--- config.mk ---
export PLATFORM = sky130hd
export DESIGN_NAME = adxl355_sync_top
export DESIGN_NICKNAME = d
export VERILOG_FILES = /design/src/logic/sync_cfg_pkg.sv /design/src/logic/sync_stat_pkg.sv /design/src/logic/nco_ctrl_if.sv /design/src/logic/pps_monitor.sv /design/src/logic/sync_nco.sv /design/src/logic/phase_corrector.sv /design/src/logic/adxl355_sync_top.sv
export SDC_FILE = /design/constraint.sdc
export NUM_CORES = 1
export LEC_CHECK = 0
export ABC_AREA = 0
export BUFFER_PORTS_ARGS = -buffer_cell sky130_fd_sc_hd__buf_4
export CAP_MARGIN = 20
export CORE_UTILIZATION = 58
export CTS_CLUSTER_DIAMETER = 150
export CTS_CLUSTER_SIZE = 16
export DETAILED_ROUTE_END_ITERATION = 8
export PLACE_DENSITY = 0.82
export SLEW_MARGIN = 25
export SYNTH_ARGS = -nofsm -noshare
export SYNTH_HDL_FRONTEND = slang
export SYNTH_SLANG_ARGS = --single-unit
--- constraint.sdc ---
create_clock -name clk -period 4.4 [get_ports clk]
set_input_delay 0.88 -clock clk [delete_from_list [all_inputs] [get_ports clk]]
set_output_delay 0.88 -clock clk [all_outputs]
set_load 0.02 [all_outputs]
--- src/logic/sync_cfg_pkg.sv ---
// clocking and NCO configuration for the ADXL355 sync generator
// accumulator and counter widths, top-level parameter defaults
package sync_cfg_pkg;

  // phase accumulator
  localparam int unsigned phase_w = 32;         // NCO accumulator width
  typedef logic [phase_w-1:0] phase_t;          // phase increment word

  // clock-cycle counters between PPS edges
  localparam int unsigned interval_cnt_w = 32;

  // defaults for the top level
  localparam int unsigned default_clk_hz    = 40_000_000; // system clock
  localparam int unsigned default_sync_hz   = 1_000;      // sensor sample rate
  localparam int unsigned default_pps_n     = 1;          // pulses per interval
  localparam int unsigned default_pps_s     = 1;          // interval length, seconds
  localparam int unsigned default_tol_us    = 500;        // +- edge tolerance
  localparam int unsigned default_corr_step = 2;          // increment step per correction

endpackage

--- src/logic/sync_stat_pkg.sv ---
// status definitions for the ADXL355 sync generator
// PPS monitor status and the SYNC pulse count shown on the LEDs
package sync_stat_pkg;

  localparam int unsigned count_w = 8;     // LED counter width
  typedef logic [count_w-1:0] sync_count_t;

  // monitor result, edge strobe plus validity level
  typedef struct packed {
    logic pps_edge;   // one cycle per resynced rising edge
    logic pps_valid;  // last interval within tolerance
  } pps_status_t;

endpackage

--- src/logic/nco_ctrl_if.sv ---
// NCO control link between the phase corrector and the NCO
// increment and align going in, SYNC strobe and count coming back
`timescale 1ns/100ps

interface nco_ctrl_if;
  import sync_cfg_pkg::*;
  import sync_stat_pkg::*;

  phase_t      incr;        // phase increment, held between corrections
  logic        align;       // one-cycle strobe, zero the phase
  logic        sync_pulse;  // one cycle per wrap or align
  sync_count_t sync_count;  // running pulse count

  // corrector side
  modport ctrl (
    output incr,
    output align,
    input  sync_pulse,
    input  sync_count
  );

  // accumulator side
  modport nco (
    input  incr,
    input  align,
    output sync_pulse,
    output sync_count
  );

endinterface

--- src/logic/pps_monitor.sv ---
// PPS input monitor
// resyncs the PPS pin, strobes each rising edge and flags whether
// the time since the previous edge lies inside the tolerance window
`timescale 1ns/100ps

module pps_monitor #(
  parameter int unsigned clk_hz  = sync_cfg_pkg::default_clk_hz,
  parameter int unsigned sync_hz = sync_cfg_pkg::default_sync_hz,
  parameter int unsigned pps_n   = sync_cfg_pkg::default_pps_n,
  parameter int unsigned pps_s   = sync_cfg_pkg::default_pps_s,
  parameter int unsigned tol_us  = sync_cfg_pkg::default_tol_us
) (
  input  logic                       clk,
  input  logic                       rst_n,
  input  logic                       pps,
  output sync_stat_pkg::pps_status_t status
);
  import sync_cfg_pkg::*;

  localparam longint unsigned clk_hz_l      = clk_hz;
  localparam longint unsigned period_cycles = clk_hz_l * pps_s / pps_n;
  localparam longint unsigned tol_raw       = clk_hz_l * tol_us / 1_000_000;
  // never wider than half a sample, else realign would pick the wrong sample
  localparam longint unsigned half_sync     = clk_hz_l / sync_hz / 2;
  localparam longint unsigned tol_cycles    = (tol_raw < half_sync) ? tol_raw : half_sync;
  localparam longint unsigned win_lo        = period_cycles - tol_cycles;
  localparam longint unsigned win_hi        = period_cycles + tol_cycles;

  logic [1:0]                sync_q;     // two-flop synchronizer
  logic                      pps_d;      // delayed copy for edge detect
  logic                      edge_q;     // registered rising edge
  logic                      valid_q;
  logic                      seen_q;     // an edge since reset
  logic [interval_cnt_w-1:0] interval_q; // cycles since last edge
  logic                      in_window;

  assign in_window = (interval_q >= win_lo) && (interval_q <= win_hi);

  // resync and edge detect, edge_q rises 3 cycles after the pin
  always_ff @(posedge clk or negedge rst_n)
  begin
    if (!rst_n)
    begin
      sync_q <= '0;
      pps_d  <= 1'b0;
      edge_q <= 1'b0;
    end
    else
    begin
      sync_q <= {sync_q[0], pps};
      pps_d  <= sync_q[1];
      edge_q <= sync_q[1] & ~pps_d;
    end
  end

  // interval measurement, judged at each edge
  always_ff @(posedge clk or negedge rst_n)
  begin
    if (!rst_n)
    begin
      interval_q <= '0;
      seen_q     <= 1'b0;
      valid_q    <= 1'b0;
    end
    else if (edge_q)
    begin
      valid_q    <= seen_q & in_window; // first edge has nothing to compare to
      seen_q     <= 1'b1;
      interval_q <= interval_cnt_w'(1); // edge cycle counts as one
    end
    else if (interval_q != '1)
    begin
      interval_q <= interval_q + 1'b1;  // saturate when PPS is lost
    end
  end

  assign status.pps_edge  = edge_q;
  assign status.pps_valid = valid_q;

endmodule

--- src/logic/sync_nco.sv ---
// SYNC pulse NCO
// phase accumulator whose carry gives the sensor sample strobe,
// zeroed by align, plus a running count of pulses for the LEDs
`timescale 1ns/100ps

module sync_nco #(
  parameter int unsigned clk_hz  = sync_cfg_pkg::default_clk_hz,
  parameter int unsigned sync_hz = sync_cfg_pkg::default_sync_hz,
  parameter int unsigned pps_n   = sync_cfg_pkg::default_pps_n,
  parameter int unsigned pps_s   = sync_cfg_pkg::default_pps_s
) (
  input logic     clk,
  input logic     rst_n,
  nco_ctrl_if.nco ctl
);
  import sync_cfg_pkg::*;
  import sync_stat_pkg::*;

  localparam longint unsigned period_cycles   = longint'(clk_hz) * pps_s / pps_n;
  localparam longint unsigned expected_pulses = longint'(sync_hz) * pps_s / pps_n;
  // pulses per PPS interval over cycles per interval, rounded
  localparam phase_t nom_incr =
    phase_t'(((64'd1 << phase_w) * expected_pulses + period_cycles / 2) / period_cycles);

  phase_t      phase_q;
  phase_t      incr_q;      // local copy, eases timing across the link
  phase_t      phase_next;
  logic        carry;
  logic        pulse_next;
  logic        pulse_q;
  sync_count_t count_q;

  assign {carry, phase_next} = {1'b0, phase_q} + {1'b0, incr_q};
  assign pulse_next          = ctl.align | carry; // align forces a pulse

  always_ff @(posedge clk or negedge rst_n)
  begin
    if (!rst_n)
    begin
      phase_q <= '0;
      incr_q  <= nom_incr;
      pulse_q <= 1'b0;
      count_q <= '0;
    end
    else
    begin
      incr_q  <= ctl.incr;
      phase_q <= ctl.align ? '0 : phase_next; // re-phase on valid PPS
      pulse_q <= pulse_next;
      if (pulse_next)
        count_q <= count_q + 1'b1; // moves together with the pulse
    end
  end

  assign ctl.sync_pulse = pulse_q;
  assign ctl.sync_count = count_q;

endmodule

--- src/logic/phase_corrector.sv ---
// PPS phase and frequency corrector
// counts SYNC pulses per PPS interval and steps the NCO increment
// toward the nominal rate, with manual faster/slower nudges
`timescale 1ns/100ps

module phase_corrector #(
  parameter int unsigned clk_hz    = sync_cfg_pkg::default_clk_hz,
  parameter int unsigned sync_hz   = sync_cfg_pkg::default_sync_hz,
  parameter int unsigned pps_n     = sync_cfg_pkg::default_pps_n,
  parameter int unsigned pps_s     = sync_cfg_pkg::default_pps_s,
  parameter int unsigned corr_step = sync_cfg_pkg::default_corr_step
) (
  input  logic                       clk,
  input  logic                       rst_n,
  input  sync_stat_pkg::pps_status_t status,
  input  logic                       faster,
  input  logic                       slower,
  nco_ctrl_if.ctrl                   ctl
);
  import sync_cfg_pkg::*;

  localparam longint unsigned period_cycles   = longint'(clk_hz) * pps_s / pps_n;
  localparam longint unsigned expected_pulses = longint'(sync_hz) * pps_s / pps_n;
  localparam longint unsigned half_sync       = longint'(clk_hz) / sync_hz / 2;
  localparam phase_t nom_incr =
    phase_t'(((64'd1 << phase_w) * expected_pulses + period_cycles / 2) / period_cycles);
  localparam phase_t auto_step   = phase_t'(corr_step);
  localparam phase_t manual_step = phase_t'(corr_step * 64);

  logic [1:0]                faster_q;    // button synchronizers
  logic [1:0]                slower_q;
  logic [interval_cnt_w-1:0] interval_q;  // own edge-to-edge cycle count
  logic [interval_cnt_w-1:0] pulse_cnt_q; // SYNC pulses this interval
  logic                      seen_q;
  logic                      interval_ok_q; // previous interval realigned
  logic                      cur_ok;
  logic                      align_q;
  phase_t                    incr_q;
  phase_t                    incr_next;

  // realign only when the edge is within half a sample of nominal
  assign cur_ok = seen_q && (interval_q >= period_cycles - half_sync)
                         && (interval_q <= period_cycles + half_sync);

  // frequency step from last interval's pulse count
  always_comb
  begin
    incr_next = incr_q;
    if (pulse_cnt_q < expected_pulses)
      incr_next = incr_next + auto_step;   // too few pulses, speed up
    else if (pulse_cnt_q > expected_pulses)
      incr_next = incr_next - auto_step;
    if (faster_q[1])
      incr_next = incr_next + manual_step;
    if (slower_q[1])
      incr_next = incr_next - manual_step;
  end

  always_ff @(posedge clk or negedge rst_n)
  begin
    if (!rst_n)
    begin
      faster_q <= '0;
      slower_q <= '0;
    end
    else
    begin
      faster_q <= {faster_q[0], faster};
      slower_q <= {slower_q[0], slower};
    end
  end

  always_ff @(posedge clk or negedge rst_n)
  begin
    if (!rst_n)
    begin
      interval_q    <= '0;
      pulse_cnt_q   <= '0;
      seen_q        <= 1'b0;
      interval_ok_q <= 1'b0;
      align_q       <= 1'b0;
      incr_q        <= nom_incr;
    end
    else if (status.pps_edge)
    begin
      align_q       <= cur_ok;
      interval_ok_q <= cur_ok;
      // count only means something if the interval started with an align
      if (cur_ok && interval_ok_q)
        incr_q <= incr_next;
      seen_q      <= 1'b1;
      interval_q  <= interval_cnt_w'(1);
      pulse_cnt_q <= '0; // align pulse lands in the next interval
    end
    else
    begin
      align_q <= 1'b0;
      if (ctl.sync_pulse)
        pulse_cnt_q <= pulse_cnt_q + 1'b1;
      if (interval_q != '1)
        interval_q <= interval_q + 1'b1; // saturates without PPS
    end
  end

  assign ctl.incr  = incr_q;
  assign ctl.align = align_q;

endmodule

--- src/logic/adxl355_sync_top.sv ---
// ADXL355 sample clock generator, top level
// PPS monitor, phase corrector and SYNC NCO joined by the NCO control link
`timescale 1ns/100ps

module adxl355_sync_top #(
  parameter int unsigned clk_hz    = sync_cfg_pkg::default_clk_hz,
  parameter int unsigned sync_hz   = sync_cfg_pkg::default_sync_hz,
  parameter int unsigned pps_n     = sync_cfg_pkg::default_pps_n,
  parameter int unsigned pps_s     = sync_cfg_pkg::default_pps_s,
  parameter int unsigned tol_us    = sync_cfg_pkg::default_tol_us,
  parameter int unsigned corr_step = sync_cfg_pkg::default_corr_step
) (
  input  logic                       clk,
  input  logic                       rst_n,
  input  logic                       pps,       // rising edge marks the second
  input  logic                       faster,    // manual nudge up
  input  logic                       slower,    // manual nudge down
  output logic                       sync_out,  // ADXL355 SYNC pin
  output logic                       pps_valid,
  output sync_stat_pkg::sync_count_t led
);

  sync_stat_pkg::pps_status_t pps_status;

  nco_ctrl_if nco_ctl ();

  pps_monitor #(
    .clk_hz  (clk_hz),
    .sync_hz (sync_hz),
    .pps_n   (pps_n),
    .pps_s   (pps_s),
    .tol_us  (tol_us)
  ) u_pps_monitor (
    .clk    (clk),
    .rst_n  (rst_n),
    .pps    (pps),
    .status (pps_status)
  );

  phase_corrector #(
    .clk_hz    (clk_hz),
    .sync_hz   (sync_hz),
    .pps_n     (pps_n),
    .pps_s     (pps_s),
    .corr_step (corr_step)
  ) u_phase_corrector (
    .clk    (clk),
    .rst_n  (rst_n),
    .status (pps_status),
    .faster (faster),
    .slower (slower),
    .ctl    (nco_ctl.ctrl)
  );

  sync_nco #(
    .clk_hz  (clk_hz),
    .sync_hz (sync_hz),
    .pps_n   (pps_n),
    .pps_s   (pps_s)
  ) u_sync_nco (
    .clk   (clk),
    .rst_n (rst_n),
    .ctl   (nco_ctl.nco)
  );

  assign sync_out  = nco_ctl.sync_pulse;
  assign led       = nco_ctl.sync_count; // pulse count on the LEDs
  assign pps_valid = pps_status.pps_valid;

endmodule

==> flow_metrics.tcl, run 1 <==
set metrics [dict create \
    outcome "complete, but fails checks" \
    violations "setup timing" \
    startpoint_type "register" \
    htree_levels 1 \
    ys_async_sr_fraction_pct 100 \
    die_x_um 150 \
    pwr-share-clk_pct 39.4 \
    critPathTopFamily "simple AND/OR/NAND/NOR gates" \
    crit_arrival_ns 4.82 \
    clk_latency_ns 0.49 \
    vias 10335 \
    cpMaxStageDelayCell "or4_1" \
    critPathCaptureType "register" \
    finalClockSkew_ns 0.0177 \
    drt-total-wl_um 28100 \
    clk_pin_slew_ns 0.07 \
    use_met2_pct 41.7 \
    first_global_vias 9825 \
    drt_pass1_iterations 5 \
    post-synth-top-count-cell "dfrtp_1" \
    drtIter0Drc 708 \
    ys_ff_latch 210 \
    synth_edf_count 0 \
    grt_first_pass_wirelength_um 46500 \
    area_growth_syn_to_layout_pct 12.7 \
    hp-class "reg -> reg" \
    yosysWarnings 0 \
    drv_slew 0 \
    dp_hpwl_um 19600 \
    io_pins 15 \
    yosysUniqueCellTypes 89 \
    cap_violations 0 \
    cts_hold_buf 0 \
    clockBufferDepth 3 \
    synth_area_mm2 0.0127 \
    crit_type "reg -> reg" \
    gp_congestion 0.950 \
    synthAdderAreaFrac_pct 4.28 \
    rsz0062_at_grt "true" \
    root_buffer "clkbuf_16" \
    syn_area_per_cell_um2 9.30 \
    dp_slack_ns -0.0746 \
    p_int_uw 2750 \
    die-area_mm2 0.0226 \
    ant_nets 0 \
    timing.rr.start "u_phase_corrector.ctl.incr[15]$_DFFE_PN1P_" \
    cp_max_fo 10 \
    synthTopCellsByCount "190 x dfrtp_1, 187 x nor2_1, 104 x xor2_1, 102 x nand2_1, 85 x xnor2_1" \
    tns_ns -0.0488 \
    p_leak_uw 0.00652 \
    power_switching_uw 836 \
    synthCells 1371 \
    hp-start "u_phase_corrector.slower_q[0]$_DFF_PN0_" \
    switching_share_pct 23.3 \
    regArea_mm2 0.00528 \
    grt.busiest_layer "met2" \
    seqPwrFrac_pct 55.8 \
    layout_min_cycle_time_ns 4.45 \
    min_path_cells 0 \
    die_h_um 150 \
    cts_buffers 17 \
    finalSetupViolCount 2 \
    required_ns 4.77 \
    layout-drive-gt1-share_pct 15.1 \
    synth_nets 1419 \
    worst_slack_ns -0.0463 \
    cts_tree "built" \
    clock-sinks 210 \
    wl_per_cell_um 16.3 \
    synth_compound_area_share_pct 12.1 \
    core_area_mm2 0.0213 \
    synth-simple-area-share_pct 24.5 \
    fillerInstances 1582 \
    tightest_slew_ns 0.979 \
    fin_nets 1490 \
    synth.top_cells.by_area "dfrtp_1 37%, xor2_1 7.1%, xnor2_1 5.8%" \
    vdd_drop_max_uv 331 \
    synth_xor_xnor_area_share_pct 13.4 \
    r2r_end "u_phase_corrector.ctl.incr[31]$_DFFE_PN0P_" \
    crit_buf_inv 0 \
    antenna_found_initial 0 \
    max_freq_mhz 225 \
    regToRegSetupSlack_ns -0.05 \
    min_to "u_phase_corrector.slower_q[1]$_DFF_PN0_" \
    ys_seq_area_share_pct 41.4 \
    synth_top_area_share_pct 37.3 \
    synth.area.mux_share_pct 1.51 \
    synth_area_leader_cell "dfrtp_1" \
    slowest_delay_ns 0.68 \
    synth_flop_cell "dfrtp_1" \
    grt_util_met3_pct 2.97 \
    dpl_cell_area_mm2 0.0136 \
    grt_max_degree 106 \
    slew_headroom_pct 34.7 \
    ff2ff_path_depth 13 \
    initial_core_util_pct 59.9 \
    power.density_mw_per_mm2 249 \
    worstPathCellList "nand3_1 > or4_1 > nor4_1 > a32oi_1 > xnor2_1 > nand4b_1 > nand2b_1 > nor3_1 > xor2_1 > nand3_1 > nor4_4 > xnor2_1 > o21ai_1" \
    fin_area_mm2 0.0144 \
    synth_top_family_by_area "simple AND/OR/NAND/NOR gates" \
    viasPerCell 6.00 \
    p_comb_share_pct 4.9 \
    multi_input_area_mm2 0.00736 \
    grtUsageTotal_pct 25.1 \
    antenna_cells 0 \
    use_met1_pct 34.7 \
    port_buffers 14 \
    drc 0 \
    fin_crit_sh_pct 101 \
    num_rows 53 \
    hold_violations 0 \
    gr-total-overflow 0 \
]
per-stage QoR:
step                hold WS [ns]  util (%)  cells  total power (uW)
floorplan                  0.331         -   1371              2130
global placement           0.334      63.8   1691              2200
detailed placement         0.336      63.8   1691              2210
CTS                        0.356      66.2   1716              3620
global route               0.365      67.5   1723              3730
finish                     0.352      67.5   1723              3580
layout by cell type, fill, tap and decap left out, types with 8 or more instances in the layout:
cell type,count
dfrtp_1,189
nor2_1,187
xor2_1,103
nand2_1,102
buf_4,93
xnor2_1,83
nand3_1,64
o21ai_0,52
a21oi_1,47
ha_1,41
nor3_1,40
inv_1,37
and3_1,31
nand4_1,30
nor4_1,20
dfstp_2,20
nand2b_1,19
or3_1,18
clkbuf_16,17
a21o_1,12
a31oi_1,12
nor2b_1,10
mux2_2,10
and2_1,9
o21bai_1,8
or4_1,8
metal layers:
layer,up-vias,share of wire (%)
met4,0,2.8
met3,64,4.6
met2,253,48
li1,5007,-
met5,-,0
met1,5011,45
registers in the layout, indices dropped and copies added, names as in the netlist, 2 cells and up:
name                           cells
u_sync_nco.incr_q                 31
u_pps_monitor.interval_q          32
u_pps_monitor.sync_q               2
u_phase_corrector.faster_q         2
u_sync_nco.phase_q                31
u_phase_corrector.pulse_cnt_q     32
u_phase_corrector.interval_q      32
u_phase_corrector.ctl.incr        31
u_phase_corrector.slower_q         2
u_sync_nco.ctl.sync_count          8
power groups by stage:
stage,combinational (uW),clock [uW],sequential (uW)
after detailed placement,173,0,2030
after global routing,201,1520,2000
after floorplan,105,0,2030
after global placement,167,0,2030
final,175,1410,2000
after CTS,174,1450,2000
layout make-up:
| class | count | share of cell area [%] |
|---|---|---|
| Tap cell | 275 | 2.40 |
| Clock inverter | 2 | 0.174 |
| Sequential cell | 210 | 36.8 |
| Timing Repair Buffer | 98 | 5.34 |
| Multi-Input combinational cell | 1078 | 51.2 |
| Clock buffer | 23 | 3.12 |
| Inverter | 37 | 0.967 |
how the worst max path moves through the flow:
stage / startpoint / end / slack [ns] / cells after the start
floorplan: u_phase_corrector.ctl.incr[3]$_DFFE_PN1P_ / u_phase_corrector.ctl.incr[31]$_DFFE_PN0P_ / 0.03 / 18
global placement: u_phase_corrector.pulse_cnt_q[26]$_DFFE_PN0P_ / u_phase_corrector.ctl.incr[31]$_DFFE_PN0P_ / 0.07 / 16
detailed placement: u_phase_corrector.ctl.incr[1]$_DFFE_PN1P_ / u_phase_corrector.ctl.incr[31]$_DFFE_PN0P_ / -0.07 / 16
CTS: u_phase_corrector.ctl.incr[1]$_DFFE_PN1P_ / u_phase_corrector.ctl.incr[31]$_DFFE_PN0P_ / 0.0008 / 16
global route: u_phase_corrector.ctl.incr[15]$_DFFE_PN1P_ / u_phase_corrector.ctl.incr[31]$_DFFE_PN0P_ / -0.18 / 13
finish: u_phase_corrector.ctl.incr[15]$_DFFE_PN1P_ / u_phase_corrector.ctl.incr[31]$_DFFE_PN0P_ / -0.05 / 13
worst reg2reg max path, delay by kind of cell, from the launching register on:
kind | cells | cell delay [ns]
AND/OR/NAND/NOR | 8 | 2.47
XOR/XNOR | 3 | 0.98
AO/OA/AOI/OAI | 2 | 0.23
flip-flops | 1 | 0.65
cells by family after synthesis:
family	after synthesis
muxes	18
DFF	210
AOI/OAI and AO/OA	219
adders and majority gates	43
and+or+nand+nor	606
xor gates and xnor gates	192
buffers and inverters	83
timing repair:
item / in CTS / in global routing
endpoints found under the setup margin: 4 / 12
pin swaps: 0 / 12
resized for setup: 7 / 43
setup buffers: 0 / 7
cloned: 0 / 0
(Power assumes the default switching activity.)
==> inputs of run 2 (changes only) <==
- SETUP_SLACK_MARGIN: not set -> 0.4
==> flow_metrics.tcl, run 2 (same netlist as run 1, synthesis figures left out) <==
set metrics [dict create \
    outcome "finished clean" \
    cts_tree "built" \
    cts_buffers 17 \
    viasPerCell 6.27 \
    clk_latency_ns 0.51 \
    initial_core_util_pct 59.9 \
    antenna_cells 0 \
    hp-class "reg -> reg" \
    first_global_vias 10537 \
    clockBufferDepth 3 \
    drc 0 \
    cts_hold_buf 0 \
    gp_congestion 0.967 \
    hold_ws_ns 0.361 \
    path_common_cell "buf_4" \
    drtIter0Drc 1045 \
    critPathTopFamily "simple AND/OR/NAND/NOR gates" \
    final_cell_mix "183 x nor2_1, 183 x dfrtp_1, 125 x buf_4" \
    critPathCaptureType "register" \
    crit_type "reg -> reg" \
    cp_max_fo 6 \
    core_area_mm2 0.0213 \
    grt_max_degree 101 \
    max_freq_mhz 238 \
    power.density_mw_per_mm2 240 \
    cpMaxStageDelayCell "or4_4" \
    rsz0062_at_grt "true" \
    io_pins 15 \
    fin_crit_sh_pct 95.5 \
    ant_nets 0 \
    htree_levels 1 \
    gr-total-overflow 0 \
    top_regs "u_phase_corrector.interval_q (32), u_phase_corrector.pulse_cnt_q (32), u_pps_monitor.interval_q (32)" \
    vdd_drop_max_uv 324 \
    grtUsageTotal_pct 27.3 \
    slowest_delay_ns 0.56 \
    die_x_um 150 \
    drv_slew 0 \
    die-area_mm2 0.0226 \
    grt_first_pass_wirelength_um 50100 \
    startpoint_type "register" \
    fin_area_mm2 0.0151 \
    antenna_found_initial 0 \
    dp.cells 1678 \
    vias 11064 \
    root_buffer "clkbuf_16" \
    num_rows 53 \
    finalClockSkew_ns 0.0275 \
    die_h_um 150 \
    worstPathCellList "nor4_4 > buf_4 > nand4_4 > buf_12 > buf_4 > nor4_2 > a211oi_1 > a221oi_2 > and2_1 > nand3_1 > or4_4 > xor2_2 > nand3_2 > nor3_2 > xnor2_1 > mux2_2" \
    port_buffers 14 \
    tightest_slew_ns 0.991 \
    slew_headroom_pct 33.9 \
    drt-total-wl_um 31600 \
    hold_violations 0 \
    crit_arrival_ns 4.58 \
    drt_pass1_iterations 5 \
    required_ns 4.78 \
    wl_per_cell_um 17.9 \
    fillerInstances 1419 \
    fin_nets 1526 \
    layout_min_cycle_time_ns 4.20 \
    instances_no_fill 1764 \
    area_growth_syn_to_layout_pct 18.4 \
    dp_hpwl_um 19900 \
    crit_buf_inv 3 \
    clock-sinks 210 \
    cap_violations 0 \
    layout-drive-gt1-share_pct 20.9 \
    clk_pin_slew_ns 0.08 \
    finalSetupViolCount 0 \
    dpl_cell_area_mm2 0.0136 \
    p_leak_uw 0.00684 \
]
## run 2: cell types whose count changed in the layout (fill, tap and decap cells not counted), sizes merged
cell and change:
buf +35, clkbuf +6
## run 2: metrics by stage
step	setup WS [ns]	setup TNS (ns)	utilization [%]	total power, uW
finish	0.200	0	70.9	3620
global route	0.0318	0	70.9	3750
CTS	0.364	0	69.2	3650
detailed placement	-0.0371	-0.0371	64.0	2210
global placement	0.115	0	64.0	2200
floorplan	0.396	0	-	2130
## run 2: repair_timing
| action | 4_1_cts | 5_1_grt |
|---|---|---|
| gates cloned | 0 | 0 |
| gates resized for setup | 68 | 42 |
| buffers inserted | 41 | 15 |
| endpoints found under the setup margin | 16 | 16 |
| pin swaps | 39 | 20 |
## run 2: area by class of cell
cell class / instances / area (um^2) / area share, %
multi-input combinational: 1078 / 7760 / 51.4
clock buffer: 28 / 467 / 3.09
sequential: 210 / 5290 / 35.0
tap: 275 / 344 / 2.28
timing repair buffer: 134 / 1070 / 7.10
inverter: 37 / 141 / 0.937
clock inverter: 2 / 25.0 / 0.166
## run 2: power by group
part	internal (uW)	switching [uW]	total, uW
combinational	66.5	112	178
sequential	1960	35.9	2000
clock	739	704	1440
## run 2: layer usage
| layer | part of all wire, % | wire [um] | track usage [%] |
|---|---|---|---|
| met1 | 42 | 13300 | 36.2 |
| met2 | 47 | 14900 | 45.1 |
| met3 | 6.3 | 1980 | 3.48 |
| met4 | 4.6 | 1470 | 11.8 |
| met5 | 0 | 0 | 0 |
## run 2: path summary, 6_finish.rpt
check / startpoint / endpoint / slack, ns / cells past startpoint
worst min register to register: u_phase_corrector.faster_q[0]$_DFF_PN0_ / u_phase_corrector.faster_q[1]$_DFF_PN0_ / 0.36 / 0
worst max-delay path: u_phase_corrector.pulse_cnt_q[17]$_DFFE_PN0P_ / u_phase_corrector.ctl.incr[29]$_DFFE_PN0P_ / 0.20 / 16
max in group asynchronous: rst_n / u_phase_corrector.ctl.incr[15]$_DFFE_PN1P_ / 3.15 / 2
worst max register to register: u_phase_corrector.pulse_cnt_q[17]$_DFFE_PN0P_ / u_phase_corrector.ctl.incr[29]$_DFFE_PN0P_ / 0.20 / 16
worst min-delay path: u_phase_corrector.faster_q[0]$_DFF_PN0_ / u_phase_corrector.faster_q[1]$_DFF_PN0_ / 0.36 / 0
min in group asynchronous: rst_n / u_sync_nco.phase_q[30]$_DFF_PN0_ / 0.38 / 1
## run 2: worst register-to-register path: stages, from the launching register on
cell	delay, ns
dfrtp_1	0.44
nor4_4	0.34
buf_4	0.17
nand4_4	0.16
buf_12	0.18
buf_4	0.15
nor4_2	0.39
a211oi_1	0.14
a221oi_2	0.27
and2_1	0.28
nand3_1	0.13
or4_4	0.56
xor2_2	0.17
nand3_2	0.15
nor3_2	0.23
xnor2_1	0.09
mux2_2	0.26
==> inputs of run 3 (changes only) <==
- CTS_BUF_LIST: not set -> sky130_fd_sc_hd__clkbuf_16
==> flow_metrics.tcl, run 3 (same netlist as run 1, synthesis figures left out) <==
set metrics [dict create \
    required_ns 4.76 \
    drt-total-wl_um 32700 \
    htree_levels 1 \
    area_growth_syn_to_layout_pct 18.8 \
    clock-sinks 210 \
    vdd_drop_max_uv 330 \
    top_regs "u_phase_corrector.interval_q (32), u_phase_corrector.pulse_cnt_q (32), u_pps_monitor.interval_q (32)" \
    critPathCaptureType "register" \
    layout_commonest_cell "nor2_1" \
    drt_pass1_iterations 7 \
    hold_ws_ns 0.363 \
    cts_buffers 17 \
    die-area_mm2 0.0226 \
    clk_pin_slew_ns 0.07 \
    grt_first_pass_wirelength_um 49800 \
    gp_congestion 0.967 \
    ant_nets 0 \
    crit_type "reg -> reg" \
    drv_slew 0 \
    initial_core_util_pct 59.9 \
    core_area_mm2 0.0213 \
    fin_area_mm2 0.0151 \
    cap_violations 0 \
    hp-class "reg -> reg" \
    p_total_uw 3600 \
    outcome "finished clean" \
    drtIter0Drc 1057 \
    root_buffer "clkbuf_16" \
    dpl_cell_area_mm2 0.0136 \
    io_pins 15 \
    cts_tree "built" \
    clockBufferDepth 3 \
    cp_max_fo 5 \
    cts_hold_buf 0 \
    hold_violations 0 \
    fin_crit_sh_pct 98.2 \
    gr-total-overflow 0 \
    layout_min_cycle_time_ns 4.32 \
    power.density_mw_per_mm2 238 \
    vias 11099 \
    tightest_slew_ns 1.01 \
    viasPerCell 6.28 \
    fin_nets 1530 \
    num_rows 53 \
    die_h_um 150 \
    crit_arrival_ns 4.68 \
    first_global_vias 10511 \
    finalClockSkew_ns 0.0276 \
    slew_headroom_pct 32.4 \
    port_buffers 14 \
    grtUsageTotal_pct 27.2 \
    antenna_found_initial 0 \
    p_leak_uw 0.00688 \
    finalSetupViolCount 0 \
    rsz0062_at_grt "true" \
    max_freq_mhz 232 \
    dp_hpwl_um 19900 \
    layout-drive-gt1-share_pct 21.2 \
    antenna_cells 0 \
    wl_per_cell_um 18.5 \
    die_x_um 150 \
    final_cell_mix "184 x nor2_1, 180 x dfrtp_1, 124 x buf_4" \
    drc 0 \
    grt_max_degree 101 \
    startpoint_type "register" \
    clk_latency_ns 0.51 \
]
[run 3: routing by layer]
metal	routed length [um]	GRT usage (%)	part of all wire, %
met5	0	0	0
met3	2110	3.64	6.4
met2	15700	45.1	48
met1	13400	36.0	41
met4	1500	10.9	4.6
[run 3: worst max-delay path, stage by stage (launching register included)]
cell and delay [ns]:
dfrtp_2 0.44, nor4_4 0.32, and4_4 0.30, buf_8 0.13, buf_6 0.10, a31oi_4 0.12
a211o_1 0.33, and2_4 0.16, ha_4 0.17, and2_4 0.18, buf_4 0.14, xnor2_2 0.18
and3_1 0.29, nand4_1 0.23, a21oi_4 0.23, mux2_2 0.37, o41ai_2 0.23, xor2_1 0.17
o21ai_0 0.09
[run 3: power by group]
group          internal, uW  switching [uW]
logic                  65.4             113
registers              1960            35.6
clock network           714             710
[run 3: area by class of cell]
cell class,instances,area [um^2]
clock buffers,17,425
clock inverters,13,66.3
fillers,1418,6150
inverters,37,141
multi-input cells,1078,7750
flip-flops and latches,210,5290
well taps,275,344
repair buffers,138,1120
[run 3: what timing repair did]
item,4_1_cts,5_1_grt
setup endpoints to repair,16,17
gates resized for setup,62,57
cloned,0,0
pin swaps,33,32
setup buffers,39,21
[run 3: worst paths after layout]
check	to	slack, ns	cells past startpoint	startpoint
worst min register to register	u_phase_corrector.faster_q[1]$_DFF_PN0_	0.36	0	u_phase_corrector.faster_q[0]$_DFF_PN0_
worst min-delay path	u_phase_corrector.faster_q[1]$_DFF_PN0_	0.36	0	u_phase_corrector.faster_q[0]$_DFF_PN0_
worst max register to register	u_phase_corrector.ctl.incr[19]$_DFFE_PN0P_	0.08	18	u_phase_corrector.pulse_cnt_q[16]$_DFFE_PN0P_
max in group asynchronous	u_phase_corrector.pulse_cnt_q[18]$_DFFE_PN0P_	3.16	2	rst_n
worst max-delay path	u_phase_corrector.ctl.incr[19]$_DFFE_PN0P_	0.08	18	u_phase_corrector.pulse_cnt_q[16]$_DFFE_PN0P_
min in group asynchronous	u_sync_nco.incr_q[29]$_DFF_PN0_	0.37	1	rst_n
[run 3: through the flow]
stage          cells  util (%)  setup WS (ns)  setup TNS [ns]
6_report        1768      71.1         0.0804               0
5_1_grt         1768      71.1        -0.0973          -0.253
4_1_cts         1747      69.0          0.365               0
3_5_place_dp    1678      64.0        -0.0371         -0.0371
3_3_place_gp    1678      64.0          0.115               0
2_1_floorplan   1371         -          0.396               0
